--- src/periphPkg.sv ---
//////////////////////////////////////////////////
// Peripheral package: bus and data vector types,
// register group codes, status and IRQ enable bits
//////////////////////////////////////////////////

package periphPkg;

	// Bus and data vectors
	typedef logic [31:0] word_t;	// One bus word
	typedef logic [7:0]  byte_t;	// UART byte or PWM duty
	typedef logic [5:0]  regAddr_t;	// Word address bits 7..2
	typedef logic [3:0]  strb_t;	// Byte lane write strobes
	typedef logic [29:0] vecAddr_t;	// Word aligned IRQ vector
	typedef logic [4:0]  irqEn_t;	// IRQ enable mask

	// Register groups, address bits 7..5
	localparam logic [2:0] GRP_UART  = 3'd0;
	localparam logic [2:0] GRP_PWM   = 3'd1;
	localparam logic [2:0] GRP_TIMER = 3'd3;
	localparam logic [2:0] GRP_IRQ   = 3'd7;

	localparam byte_t CTRL_C  = 8'h03;	// Break request byte
	localparam byte_t PWM_MAX = 8'd180;	// Last count, period of 181

	// Status register layout
	localparam int ST_RXVALID  = 0;
	localparam int ST_TXRDY    = 1;
	localparam int ST_FRAMEERR = 2;
	localparam int ST_OVERRUN  = 3;
	localparam int ST_CTRLC    = 4;
	localparam int ST_DIRTY    = 5;
	localparam int ST_PWMIRQ   = 6;

	// IRQ enable mask layout
	localparam int IE_RXVALID = 0;
	localparam int IE_TXRDY   = 1;
	localparam int IE_PWM     = 2;
	localparam int IE_STEP    = 3;	// User mode, single step
	localparam int IE_CTRLC   = 4;

endpackage

--- src/uartTx.sv ---
//////////////////////////////////////////////////
// UART transmitter, 8N1
// Baud divider, 9-bit shift register, bit counter
//////////////////////////////////////////////////

module uartTx #(
	parameter int divider = 16	// Clock cycles per bit
) (
	input  logic             clk,
	input  logic             reset,
	input  logic             wr,	// Load byte, start frame
	input  periphPkg::byte_t d,
	output logic             txd,
	output logic             txRdy
);
	localparam int divW = (divider > 1) ? $clog2(divider) : 1;
	localparam logic [divW-1:0] divLast = divW'(divider - 1);

	logic [divW-1:0] txDiv;		// Baud divider
	logic            txTick;	// Bit boundary
	logic [8:0]      txSh;		// Data plus start bit
	logic [3:0]      txBitCnt;	// Bits left, zero when idle
	logic            txBusy;

	assign txTick = (txDiv == divLast);

	// Divider restarts on every write so the start bit is full length
	always_ff @(posedge clk or posedge reset) begin
		if (reset) begin
			txDiv <= '0;
		end else if (wr || txTick) begin
			txDiv <= '0;
		end else begin
			txDiv <= txDiv + 1'b1;
		end
	end

	always_ff @(posedge clk or posedge reset) begin
		if (reset) begin
			txSh <= 9'h1ff;			// Line idles high
		end else if (wr) begin
			txSh <= {d, 1'b0};		// Start bit at LSB
		end else if (txTick) begin
			txSh <= {1'b1, txSh[8:1]};	// Ones fill in, last one is the stop bit
		end
	end

	// Start, eight data, stop
	always_ff @(posedge clk or posedge reset) begin
		if (reset) begin
			txBitCnt <= '0;
		end else if (wr) begin
			txBitCnt <= 4'd10;
		end else if (txBusy && txTick) begin
			txBitCnt <= txBitCnt - 1'b1;
		end
	end

	assign txBusy = |txBitCnt;
	assign txRdy  = ~txBusy;
	assign txd    = txSh[0];

	// The top must stall the bus master instead of writing a busy transmitter
	assert property (@(posedge clk) disable iff (reset) wr |-> !txBusy)
		else $error("uartTx: write while frame in progress");

endmodule

--- src/uartRx.sv ---
//////////////////////////////////////////////////
// UART receiver, 8N1
// Synchronizer, edge-locked divider, shift
// register, buffer and valid/overrun flags
//////////////////////////////////////////////////

module uartRx #(
	parameter int divider = 16	// Clock cycles per bit
) (
	input  logic             clk,
	input  logic             reset,
	input  logic             rxd,
	input  logic             rd,	// Data read, clears flags
	output periphPkg::byte_t q,
	output logic             rxValid,
	output logic             overrun,
	output logic             frameErr
);
	localparam int divW = (divider > 1) ? $clog2(divider) : 1;
	localparam logic [divW-1:0] divLast  = divW'(divider - 1);
	localparam logic [divW-1:0] sampleAt = divW'(divider / 2 - 1);	// Mid-bit

	logic [1:0]      rxSync;	// Two flops on the async line
	logic            rxEdge;
	logic [divW-1:0] rxDiv;
	logic            rxSample;
	logic [9:0]      rxSh;		// Start marker walks down to bit 0
	logic            rxDone;
	logic [8:0]      rxBuf;		// Stop bit and data
	logic [1:0]      rxFlags;	// 01 valid, 11 overrun

	always_ff @(posedge clk or posedge reset) begin
		if (reset) begin
			rxSync <= 2'b11;
		end else begin
			rxSync <= {rxSync[0], rxd};
		end
	end

	assign rxEdge = rxSync[1] ^ rxSync[0];

	// Any line transition realigns the bit clock
	always_ff @(posedge clk or posedge reset) begin
		if (reset) begin
			rxDiv <= '0;
		end else if (rxEdge || (rxDiv == divLast)) begin
			rxDiv <= '0;
		end else begin
			rxDiv <= rxDiv + 1'b1;
		end
	end

	assign rxSample = (rxDiv == sampleAt);
	assign rxDone   = ~rxSh[0];	// Start bit reached the end

	////////////////////////////////////////////////////
	// Shift register and receive buffer
	always_ff @(posedge clk or posedge reset) begin
		if (reset) begin
			rxSh <= 10'h3ff;
		end else if (rxDone) begin
			rxSh <= 10'h3ff;	// Rearm for the next frame
		end else if (rxSample) begin
			rxSh <= {rxSync[1], rxSh[9:1]};
		end
	end

	always_ff @(posedge clk or posedge reset) begin
		if (reset) begin
			rxBuf <= 9'h100;	// Stop bit high, no framing error
		end else if (rxDone) begin
			rxBuf <= rxSh[9:1];
		end
	end

	// New frame wins over a read in the same cycle
	always_ff @(posedge clk or posedge reset) begin
		if (reset) begin
			rxFlags <= 2'b00;
		end else if (rxDone) begin
			rxFlags <= {rxFlags[0], 1'b1};
		end else if (rd) begin
			rxFlags <= 2'b00;
		end
	end

	assign q        = rxBuf[7:0];
	assign frameErr = ~rxBuf[8];	// Low stop bit
	assign rxValid  = rxFlags[0];
	assign overrun  = rxFlags[1];

endmodule

--- src/pwmGen.sv ---
//////////////////////////////////////////////////
// PWM generator with fixed period
// Duty buffer reloaded at wrap, end-of-period IRQ
//////////////////////////////////////////////////

module pwmGen (
	input  logic             clk,
	input  logic             reset,
	input  logic             wr,	// Duty write, clears IRQ
	input  periphPkg::byte_t d,
	output logic             pwmOut,
	output logic             pwmIrq
);
	import periphPkg::*;

	byte_t pwmCnt;		// Period counter, 0..PWM_MAX
	byte_t dutyNext;	// Written value
	byte_t dutyAct;		// Value for the running period
	logic  cntZero;
	logic  cntLast;

	assign cntZero = (pwmCnt == '0);
	assign cntLast = (pwmCnt == PWM_MAX);

	always_ff @(posedge clk or posedge reset) begin
		if (reset) begin
			pwmCnt   <= '0;
			dutyNext <= '0;
			dutyAct  <= '0;	// Output stays low until a duty is loaded
		end else begin
			pwmCnt <= cntLast ? '0 : pwmCnt + 1'b1;
			if (wr)
				dutyNext <= d;
			if (cntLast)
				dutyAct <= dutyNext;	// Reload only at wrap, no glitches
		end
	end

	// High from count 1 through count duty, so duty cycles per period
	always_ff @(posedge clk or posedge reset) begin
		if (reset) begin
			pwmOut <= 1'b0;
			pwmIrq <= 1'b0;
		end else begin
			if (pwmCnt == dutyAct)
				pwmOut <= 1'b0;
			else if (cntZero)
				pwmOut <= 1'b1;
			pwmIrq <= cntZero ? 1'b1 : (wr ? 1'b0 : pwmIrq);
		end
	end

	assert property (@(posedge clk) disable iff (reset) pwmCnt <= PWM_MAX)
		else $error("pwmGen: counter past end of period");

endmodule

--- src/irqCtrl.sv ---
//////////////////////////////////////////////////
// Interrupt controller
// Enable mask, four vectors, pending groups and
// fixed priority vector select
//////////////////////////////////////////////////

module irqCtrl (
	input  logic                clk,
	input  logic                reset,
	input  logic                enWr,	// Enable mask write
	input  logic                vecWr,	// Full word vector write
	input  logic [1:0]          vecIdx,
	input  periphPkg::word_t    wdata,
	input  logic                rxValid,
	input  logic                txRdy,
	input  logic                pwmIrq,
	input  logic                ctrlC,
	input  logic                userMode,
	input  logic                trap,	// ECALL / EBREAK from the core
	output periphPkg::irqEn_t   irqEn,
	output logic                irq,
	output periphPkg::vecAddr_t ivector
);
	import periphPkg::*;

	vecAddr_t   vecTab [4];	// 0 trap, 1 step/ctrl-C, 2 UART, 3 PWM
	logic [2:0] pend;	// Pending groups
	logic [1:0] vecN;	// Selected vector

	always_ff @(posedge clk or posedge reset) begin
		if (reset) begin
			irqEn <= '0;
		end else if (enWr) begin
			irqEn <= wdata[4:0];
		end
	end

	always_ff @(posedge clk) begin
		if (vecWr)
			vecTab[vecIdx] <= wdata[31:2];	// Word aligned, low bits dropped
	end

	////////////////////////////////////////////////////
	// Pending groups and priority
	assign pend[2] = (irqEn[IE_STEP] & userMode) | (irqEn[IE_CTRLC] & ctrlC);
	assign pend[1] = irqEn[IE_PWM] & pwmIrq;
	assign pend[0] = (irqEn[IE_TXRDY] & txRdy) | (irqEn[IE_RXVALID] & rxValid);

	always_comb begin
		if (trap)
			vecN = 2'd0;	// Highest
		else if (pend[2])
			vecN = 2'd1;	// Single step or control-C
		else if (pend[0])
			vecN = 2'd2;	// UART
		else
			vecN = 2'd3;	// PWM
	end

	assign ivector = vecTab[vecN];
	assign irq     = (|pend) | trap;

	// A trap always interrupts, whatever the mask, and takes vector 0
	assert property (@(posedge clk) disable iff (reset)
		trap |-> (irq && (ivector == vecTab[0])))
		else $error("irqCtrl: trap not routed to vector 0");

endmodule

--- src/periphTop.sv ---
//////////////////////////////////////////////////
// Peripheral block top: address decode, stall,
// read mux, timer, debug flags and instances
//////////////////////////////////////////////////

module periphTop #(
	parameter int divider = 16	// Clock cycles per UART bit
) (
	input  logic                clk,
	input  logic                reset,
	input  logic                ioSel,	// Access qualifier
	input  periphPkg::regAddr_t addr,
	input  periphPkg::word_t    wdata,
	input  periphPkg::strb_t    wstrb,	// Zero means read
	output periphPkg::word_t    rdata,
	output logic                stall,
	input  logic                rxd,
	input  logic [3:0]          gpIn,
	input  logic                trap,
	input  logic                userMode,
	output logic                txd,
	output logic                pwmOut,
	output logic                irq,
	output periphPkg::vecAddr_t ivector
);
	import periphPkg::*;

	logic [2:0] grp;	// Address bits 7..5
	logic       anyStrb, isRead, uartData;
	logic       txWrReq, rxRdReq;
	logic       go, wrGo;
	logic       txWr, rxRd, statWr, pwmWr, enWr, vecWr;
	logic       txRdy, rxValid, overrun, frameErr, pwmIrq, ctrlC;
	byte_t      rxq;
	irqEn_t     irqEn;
	word_t      timer;
	logic       dirty;	// Byte sent since last status write
	word_t      statusWord;

	////////////////////////////////////////////////////
	// Decode and stall
	assign grp      = addr[5:3];
	assign anyStrb  = |wstrb;
	assign isRead   = ~anyStrb;
	assign uartData = ioSel && (grp == GRP_UART) && !addr[0];
	assign txWrReq  = uartData && anyStrb;
	assign rxRdReq  = uartData && isRead;

	// Blocking RX read and TX write
	assign stall = (rxRdReq && !rxValid) || (txWrReq && !txRdy);
	assign go    = ioSel && !stall;
	assign wrGo  = go && anyStrb;

	assign txWr   = txWrReq && !stall;
	assign rxRd   = rxRdReq && !stall;	// Clears valid and overrun
	assign statWr = wrGo && (grp == GRP_UART) && addr[0];
	assign pwmWr  = wrGo && (grp == GRP_PWM);
	assign enWr   = wrGo && (grp == GRP_IRQ) && !addr[2];
	assign vecWr  = go && (grp == GRP_IRQ) && addr[2] && (wstrb == 4'hf);	// Word only

	////////////////////////////////////////////////////
	// Timer and debug flags
	always_ff @(posedge clk or posedge reset) begin
		if (reset) begin
			timer <= '0;
			dirty <= 1'b0;
		end else begin
			timer <= timer + 1'b1;
			dirty <= txWr ? 1'b1 : (statWr ? 1'b0 : dirty);
		end
	end

	assign ctrlC = rxValid && (rxq == CTRL_C);

	// Read mux
	always_comb begin
		statusWord              = '0;
		statusWord[ST_RXVALID]  = rxValid;
		statusWord[ST_TXRDY]    = txRdy;
		statusWord[ST_FRAMEERR] = frameErr;
		statusWord[ST_OVERRUN]  = overrun;
		statusWord[ST_CTRLC]    = ctrlC;
		statusWord[ST_DIRTY]    = dirty;
		statusWord[ST_PWMIRQ]   = pwmIrq;
		case (grp)
			GRP_UART:  rdata = addr[0] ? statusWord : {24'h0, rxq};
			GRP_PWM:   rdata = {28'h0, gpIn};
			GRP_TIMER: rdata = timer;
			GRP_IRQ:   rdata = {27'h0, irqEn};
			default:   rdata = '0;
		endcase
	end

	////////////////////////////////////////////////////
	// Peripherals
	uartTx #(.divider(divider)) uTx (
		.clk(clk), .reset(reset), .wr(txWr), .d(wdata[7:0]),
		.txd(txd), .txRdy(txRdy)
	);

	uartRx #(.divider(divider)) uRx (
		.clk(clk), .reset(reset), .rxd(rxd), .rd(rxRd), .q(rxq),
		.rxValid(rxValid), .overrun(overrun), .frameErr(frameErr)
	);

	pwmGen uPwm (
		.clk(clk), .reset(reset), .wr(pwmWr), .d(wdata[7:0]),
		.pwmOut(pwmOut), .pwmIrq(pwmIrq)
	);

	irqCtrl uIrq (
		.clk(clk), .reset(reset), .enWr(enWr), .vecWr(vecWr), .vecIdx(addr[1:0]),
		.wdata(wdata), .rxValid(rxValid), .txRdy(txRdy), .pwmIrq(pwmIrq),
		.ctrlC(ctrlC), .userMode(userMode), .trap(trap),
		.irqEn(irqEn), .irq(irq), .ivector(ivector)
	);

endmodule

--- config.mk ---
export PLATFORM = sky130hd
export DESIGN_NAME = periphTop
export DESIGN_NICKNAME = d
export VERILOG_FILES = /design/src/periphPkg.sv /design/src/uartTx.sv /design/src/uartRx.sv /design/src/pwmGen.sv /design/src/irqCtrl.sv /design/src/periphTop.sv
export SDC_FILE = /design/constraint.sdc
export NUM_CORES = 1
export LEC_CHECK = 0
export BUFFER_PORTS_ARGS = -buffer_cell sky130_fd_sc_hd__buf_2
export CAP_MARGIN = 20
export CORE_MARGIN = 2
export CORE_UTILIZATION = 60
export CTS_CLUSTER_SIZE = 30
export DETAILED_ROUTE_END_ITERATION = 10
export GPL_ROUTABILITY_DRIVEN = 0
export PLACE_DENSITY = 0.82
export REMOVE_ABC_BUFFERS = 1
export SETUP_SLACK_MARGIN = 0.3
export SLEW_MARGIN = 20
export SYNTH_ARGS = -nofsm -noshare
export SYNTH_HDL_FRONTEND = slang
export SYNTH_SLANG_ARGS = --single-unit
--- constraint.sdc ---
create_clock -name clk -period 10.8 [get_ports clk]
set_clock_uncertainty 0.05 [all_clocks]
set_input_delay 2.16 -clock clk [delete_from_list [all_inputs] [get_ports clk]]
set_output_delay 2.16 -clock clk [all_outputs]
set_load 0.02 [all_outputs]
==> summary.md, run 1 <==
| Metric | Value |
|---|---|
| Post-Place Cell Area | 0.0104 mm^2 |
| Ports | 118 |
| Synth area leaders | edfxtp_1, dfrtp_1, mux2i_1, dfstp_2, mux2_2 |
| Core Box Area | 0.0158 mm^2 |
| Area of the multi-input gates | 0.00318 mm^2 |
| Vias per std cell | 5.76 |
| Critical path's top delay family | compound AO/OA/AOI/OAI gates |
| Clock Latency Late Sink | 500 ps |
| Final count of hold timing violations | 0 |
| R2R cell count | 5 |
| Detailed-placement wirelength estimate | 12800 um |
| Tightest Pin Transition | 1090 ps |
| CTS tree | built |
| Design area | 0.0113 mm^2 |
| HP Start | uRx.rxSync[0] |
| IR drop worst, VDD | 0.142 mV |
| ANT nets after route | 0 |
| Most frequent CP cell | buf_2 |
| Crit path capture | ivector[5] |
| Die height | 131 um |
| RSZ-0062 raised after global routing | false |
| Global router's overall resource usage | 23.1% |
| Yosys reg bits | 228 |
| Finish-stage setup viols | 0 |
| Initial antenna violation count | 1 |
| FF-to-FF End | uPwm.dutyAct[4] |
| Hold buffer count at CTS | 0 |
| Die ar. | 0.0172 mm^2 |
| Largest area contributor in the netlist | edfxtp_1 |
| Synthesized area per cell | 14.3 um^2 |
| Layout area overhead | 16.3% |
| Share of the synthesized area in the top cell type | 37.2% |
| Leakage | 4.75 nW |
| Number of cell rows | 46 |
| CP endpoint kind | primary output |
| Status | finished, final reports clean |
| First-pass DRT Iterations | 5 |
| # fillers | 1040 |
| Starting Density | 61.2% |
| Worst r2r src | uPwm.pwmCnt[1] |
| CTS H-tree depth | 1 |
| # resized after CTS | 0 |
| CP Launch Type | input pin |
| Async S/R FF share, synth | 47.4% |
| Max-cap violations | 0 |
| Period utilization | 54.8% |
| Seq/Total Area, Yosys | 65.3% |
| Cell total after placement | 986 |
| TNS Setup | 0 ps |
| Max frequency | 0.169 GHz |
| Postcts setup bufs | 0 |
| Fin nets | 855 |
| CP peak stage delay | 860 ps |
| Worst Setup SP | trap |
| Clk slew on worst S/H paths | 60 ps |
| Die outline width | 131 um |
| Total power | 2.05 mW |
| Vias in the first global route | 6171 |
| WP data arrival | 3710 ps |
| Clock Path Buffers | 3 |
| CTS Root Cell | clkbuf_16 |
| Crit-path cells | buf_2, a221o_2, mux2i_1, buf_2 |
| Slew Limit Fails | 0 |
| Worst hold path class | flop to flop |
| Yosys warnings | 0 |
| Layout cells sized above 1 | 27.9% |
| Slew margin rel. | 27.6% |
| Slowest cell on crit path | a221o_2 |
| Largest net degree at the start of global routing | 67 |
| Total gr overflow | 0 |
| Worst path depth | 4 |
| Synth top cells by count | edfxtp_1, mux2i_1, dfrtp_1 |
| Ys flop type | edfxtp_1 |
| Register area | 0.00633 mm^2 |
| WL/cell | 19.0 um |
| Vias | 5934 |
| Clock sinks | 228 |
| CP Data Required Time | 8590 ps |
| CTS buffer count | 24 |
| PwrDens | 182 mW/mm^2 |
| Port Buffer Count | 117 |
| # diodes | 0 |
| R2R Setup Slk | 8290 ps |
| Fin crit period | 5920 ps |
| Top-count cell post-synth | edfxtp_1 |
| Critical path class | input pin to primary output |
| Mapped cell area | 0.00969 mm^2 |
| Bufs and invs on worst path | 2 |
| First-pass GRT wire length | 32000 um |
| Final routed DRC violation total | 0 |
| Crit path max fanout | 31 |
| Post-Layout Cell Count | 1031 |
| Iter 0 DRT Violations | 338 |
| Post-synthesis instance total | 677 |
| Post-synthesis cell type count | 48 |
| EDFF count, synth | 120 |
| Final WL | 19600 um |
final cells by class:
cell class	instances	share of cell area [%]
Sequential cell	228	56.2
Multi-Input combinational cell	408	28.2
Clock buffer	32	6.44
Timing Repair Buffer	124	5.66
Tap cell	216	2.40
Clock inverter	12	0.766
Inverter	11	0.388
power by group:
group | leakage, nW | switching, mW | internal [mW]
registers | 2.43 | 0.0319 | 0.967
clock network | 0.403 | 0.322 | 0.497
logic | 1.92 | 0.135 | 0.0970
layer usage:
metal / wire, um / part of all wire [%] / up-vias / global-route usage [%]
met5: 11 / 0.056 / - / 0
met3: 959 / 4.9 / 33 / 3.86
met2: 9830 / 50 / 183 / 39.6
met1: 8350 / 43 / 2995 / 30.6
met4: 415 / 2.1 / 2 / 6.82
li1: - / - / 2721 / -
metrics by stage:
stage | util (%) | worst slack, ps | hold slack (ps)
2_1_floorplan | - | 4830 | 310
3_3_place_gp | 66.0 | 5010 | 314
3_5_place_dp | 66.0 | 4850 | 316
4_1_cts | 71.1 | 4850 | 325
5_1_grt | 71.2 | 4760 | 336
6_report | 71.2 | 4880 | 323
cell usage in the layout (no fill, tap or decap), types with 5 or more instances in the layout:
cell type | synthesis | final
and2_1 | 24 | 24
and3_1 | 9 | 9
buf_2 | 8 | 117
buf_4 | 5 | 7
clkbuf_16 | 0 | 28
clkinv_2 | 0 | 5
dfrtp_1 | 86 | 86
dfstp_2 | 22 | 22
edfxtp_1 | 120 | 120
ha_1 | 6 | 6
inv_1 | 11 | 10
mux2_2 | 30 | 30
mux2i_1 | 106 | 106
nand2_1 | 37 | 37
nand3_1 | 23 | 23
nand4_1 | 15 | 15
nor2_1 | 25 | 24
nor3_1 | 9 | 9
o21ai_0 | 20 | 20
o22a_1 | 9 | 9
xnor2_1 | 28 | 28
xor2_1 | 22 | 22
registers in the layout, indices dropped and copies added, names as in the netlist:
signal and count:
uRx.rxSh 10, dirty 1, uPwm.dutyNext 8, uTx.txBitCnt 4
timer 32, uPwm.dutyAct 8, uRx.rxDiv 4, uIrq.vecTab 120
uTx.txDiv 4, uPwm.pwmIrq 1, uTx.txSh 9, uIrq.irqEn 5
uRx.rxSync 2, uPwm.pwmCnt 8, uRx.rxBuf 9, uRx.rxFlags 2
uPwm.pwmOut 1
cells by family (layout without fill, tap and decap cells):
group | after synthesis | count (layout) | share of synthesized area (%)
DFF | 228 | 228 | 65.3
and+or+nand+nor | 169 | 169 | 9.50
muxes | 136 | 136 | 14.4
xor gates and xnor gates | 50 | 50 | 4.52
AOI/OAI and AO/OA | 47 | 47 | 3.32
buffers and inverters | 41 | 179 | 2.12
adders and majority gates | 6 | 6 | 0.774
worst min path at each step:
stage | to | depth (start not counted)
finish | uRx.rxSync[1] | 0
detailed placement | uRx.rxSync[1] | 0
global route | uRx.rxSync[1] | 0
floorplan | uRx.rxSync[1] | 0
global placement | uRx.rxSync[1] | 0
CTS | uRx.rxSync[1] | 0
No activity file was read; power rests on OpenSTA's default activity.
==> run 2: changes to the inputs <==
--- a/config.mk
+++ b/config.mk
@@ -8,11 +8,11 @@
 export BUFFER_PORTS_ARGS = -buffer_cell sky130_fd_sc_hd__buf_2
 export CAP_MARGIN = 20
 export CORE_MARGIN = 2
-export CORE_UTILIZATION = 60
+export CORE_UTILIZATION = 58
 export CTS_CLUSTER_SIZE = 30
 export DETAILED_ROUTE_END_ITERATION = 10
 export GPL_ROUTABILITY_DRIVEN = 0
-export PLACE_DENSITY = 0.82
+export PLACE_DENSITY = 0.8
 export REMOVE_ABC_BUFFERS = 1
 export SETUP_SLACK_MARGIN = 0.3
 export SLEW_MARGIN = 20
==> constraint.sdc (replaced) <==
create_clock -name clk -period 5.58 [get_ports clk]
set_clock_uncertainty 0.05 [all_clocks]
set_input_delay 1.116 -clock clk [delete_from_list [all_inputs] [get_ports clk]]
set_output_delay 1.116 -clock clk [all_outputs]
set_load 0.02 [all_outputs]
==> summary.md, run 2 (synthesis results as in run 1) <==
| Metric | Value |
|---|---|
| Vias per std cell | 5.72 |
| Slew margin rel. | 25.0% |
| Number of cell rows | 47 |
| Final WL | 19500 um |
| Bufs and invs on worst path | 2 |
| WL/cell | 18.8 um |
| Status | finished, final reports clean |
| Total gr overflow | 0 |
| CTS tree | built |
| Design area | 0.0112 mm^2 |
| RSZ-0062 raised after global routing | false |
| Commonest non-fill, non-tap cell in the layout | edfxtp_1 |
| Commonest non-fill, non-tap cells in the layout | edfxtp_1, buf_2, mux2i_1 |
| Core Box Area | 0.0165 mm^2 |
| Layout area overhead | 15.9% |
| First-pass DRT Iterations | 5 |
| Met3 global-route usage | 3.92% |
| Fin nets | 854 |
| Final routed DRC violation total | 0 |
| Period utilization | 79.1% |
| Critical path's top delay family | compound AO/OA/AOI/OAI gates |
| Crit path max fanout | 31 |
| Max-cap violations | 0 |
| Worst hold path class | flop to flop |
| WP data arrival | 3250 ps |
| Slew Limit Fails | 0 |
| CTS buffer count | 23 |
| Clock Path Buffers | 3 |
| Clock Latency Late Sink | 500 ps |
| Vias in the first global route | 6170 |
| # fillers | 1144 |
| Iter 0 DRT Violations | 348 |
| First-pass GRT wire length | 31200 um |
| Initial antenna violation count | 3 |
| Starting Density | 58.9% |
| Final count of hold timing violations | 0 |
| Max frequency | 0.227 GHz |
| Tightest Pin Transition | 1120 ps |
| Largest net degree at the start of global routing | 67 |
| Layout cells sized above 1 | 27.6% |
| CTS H-tree depth | 1 |
| M1 GR Usage | 29.2% |
| Fin crit period | 4410 ps |
| Critical path class | flop to primary output |
| Die outline width | 133 um |
| CP peak stage delay | 950 ps |
| Leakage | 4.72 nW |
| CP Launch Type | flop |
| IR drop worst, VDD | 0.221 mV |
| TNS Setup | 0 ps |
| Vias | 5917 |
| Port Buffer Count | 117 |
| Die ar. | 0.0178 mm^2 |
| CP Data Required Time | 4410 ps |
| # resized after CTS | 0 |
| Most frequent CP cell | mux2i_1 |
| Slowest cell on crit path | a22o_2 |
| M2 GR Usage | 37.3% |
| Postcts setup bufs | 0 |
| Max reg flops | 120 |
| Regs by FF count | uIrq.vecTab (120), timer (32), uRx.rxSh (10) |
| CTS Root Cell | clkbuf_16 |
| Clock sinks | 228 |
| Area of the multi-input gates | 0.00317 mm^2 |
| ANT nets after route | 0 |
| Ports | 118 |
| Detailed-placement wirelength estimate | 12500 um |
| Register area | 0.00633 mm^2 |
| Die height | 133 um |
| Post-Place Cell Area | 0.0105 mm^2 |
| Top reg by flops | uIrq.vecTab |
| Clk slew on worst S/H paths | 60 ps |
| PwrDens | 348 mW/mm^2 |
| CP endpoint kind | primary output |
| Grt peak-use layer | met2 |
| Crit-path cells | inv_1, ha_1, nor3b_1, a22o_2, mux2i_1, mux2i_1, buf_2 |
| Global router's overall resource usage | 22.0% |
| Hold buffer count at CTS | 0 |
| Finish-stage setup viols | 0 |
==> run 2: cell count changes in the layout (fill, tap and decap cells not counted), moves of 2 or more <==
cell,change
clkbuf_16,-4
clkinv_1,-3
clkbuf_8,+2
clkbuf_1,+4
clkinv_2,-2
inv_4,-2
diode_2,+2
inv_6,+2
==> run 2: metrics by stage <==
| step | util, % | hold slack [ps] | instances | setup WS (ps) | total power [mW] |
|---|---|---|---|---|---|
| finish | 68.2 | 321 | 1035 | 1170 | 3.91 |
| global placement | 63.5 | 313 | 990 | 1740 | 2.38 |
| global route | 68.2 | 329 | 1035 | 979 | 4.07 |
| floorplan | - | 310 | 647 | 1300 | 2.25 |
| detailed placement | 63.5 | 315 | 990 | 1690 | 2.41 |
| CTS | 68.1 | 324 | 1032 | 1180 | 3.95 |
==> run 2: layout make-up <==
class | instances | share of cell area, %
timing repair buffer | 124 | 5.71
tap | 220 | 2.45
inverter | 11 | 0.390
clock buffer | 34 | 5.95
multi-input combinational | 408 | 28.2
antenna | 2 | 0.0445
sequential | 228 | 56.4
clock inverter | 8 | 0.891
==> run 2: worst paths after layout <==
| check | start | slack [ps] | endpoint | cells after the start |
|---|---|---|---|---|
| max | uTx.txBitCnt[0] | 1170 | ivector[23] | 7 |
| min | uRx.rxSync[0] | 320 | uRx.rxSync[1] | 0 |
| max reg2reg | uPwm.pwmCnt[0] | 3140 | uPwm.dutyAct[0] | 5 |
| min reg2reg | uRx.rxSync[0] | 320 | uRx.rxSync[1] | 0 |
| max in group asynchronous | reset | 3680 | uRx.rxDiv[2] | 3 |
| min in group asynchronous | reset | 620 | uPwm.pwmCnt[1] | 2 |
==> run 2: report_power, final <==
| group | switching [mW] | leakage (nW) | internal, mW |
|---|---|---|---|
| logic | 0.262 | 1.91 | 0.188 |
| registers | 0.0608 | 2.43 | 1.87 |
| clock network | 0.602 | 0.375 | 0.927 |
==> run 2: routing by layer <==
metal	vias up	wire length [um]
met2	210	9690
met1	2945	8080
met3	36	1270
li1	2724	-
met4	2	434
met5	-	15
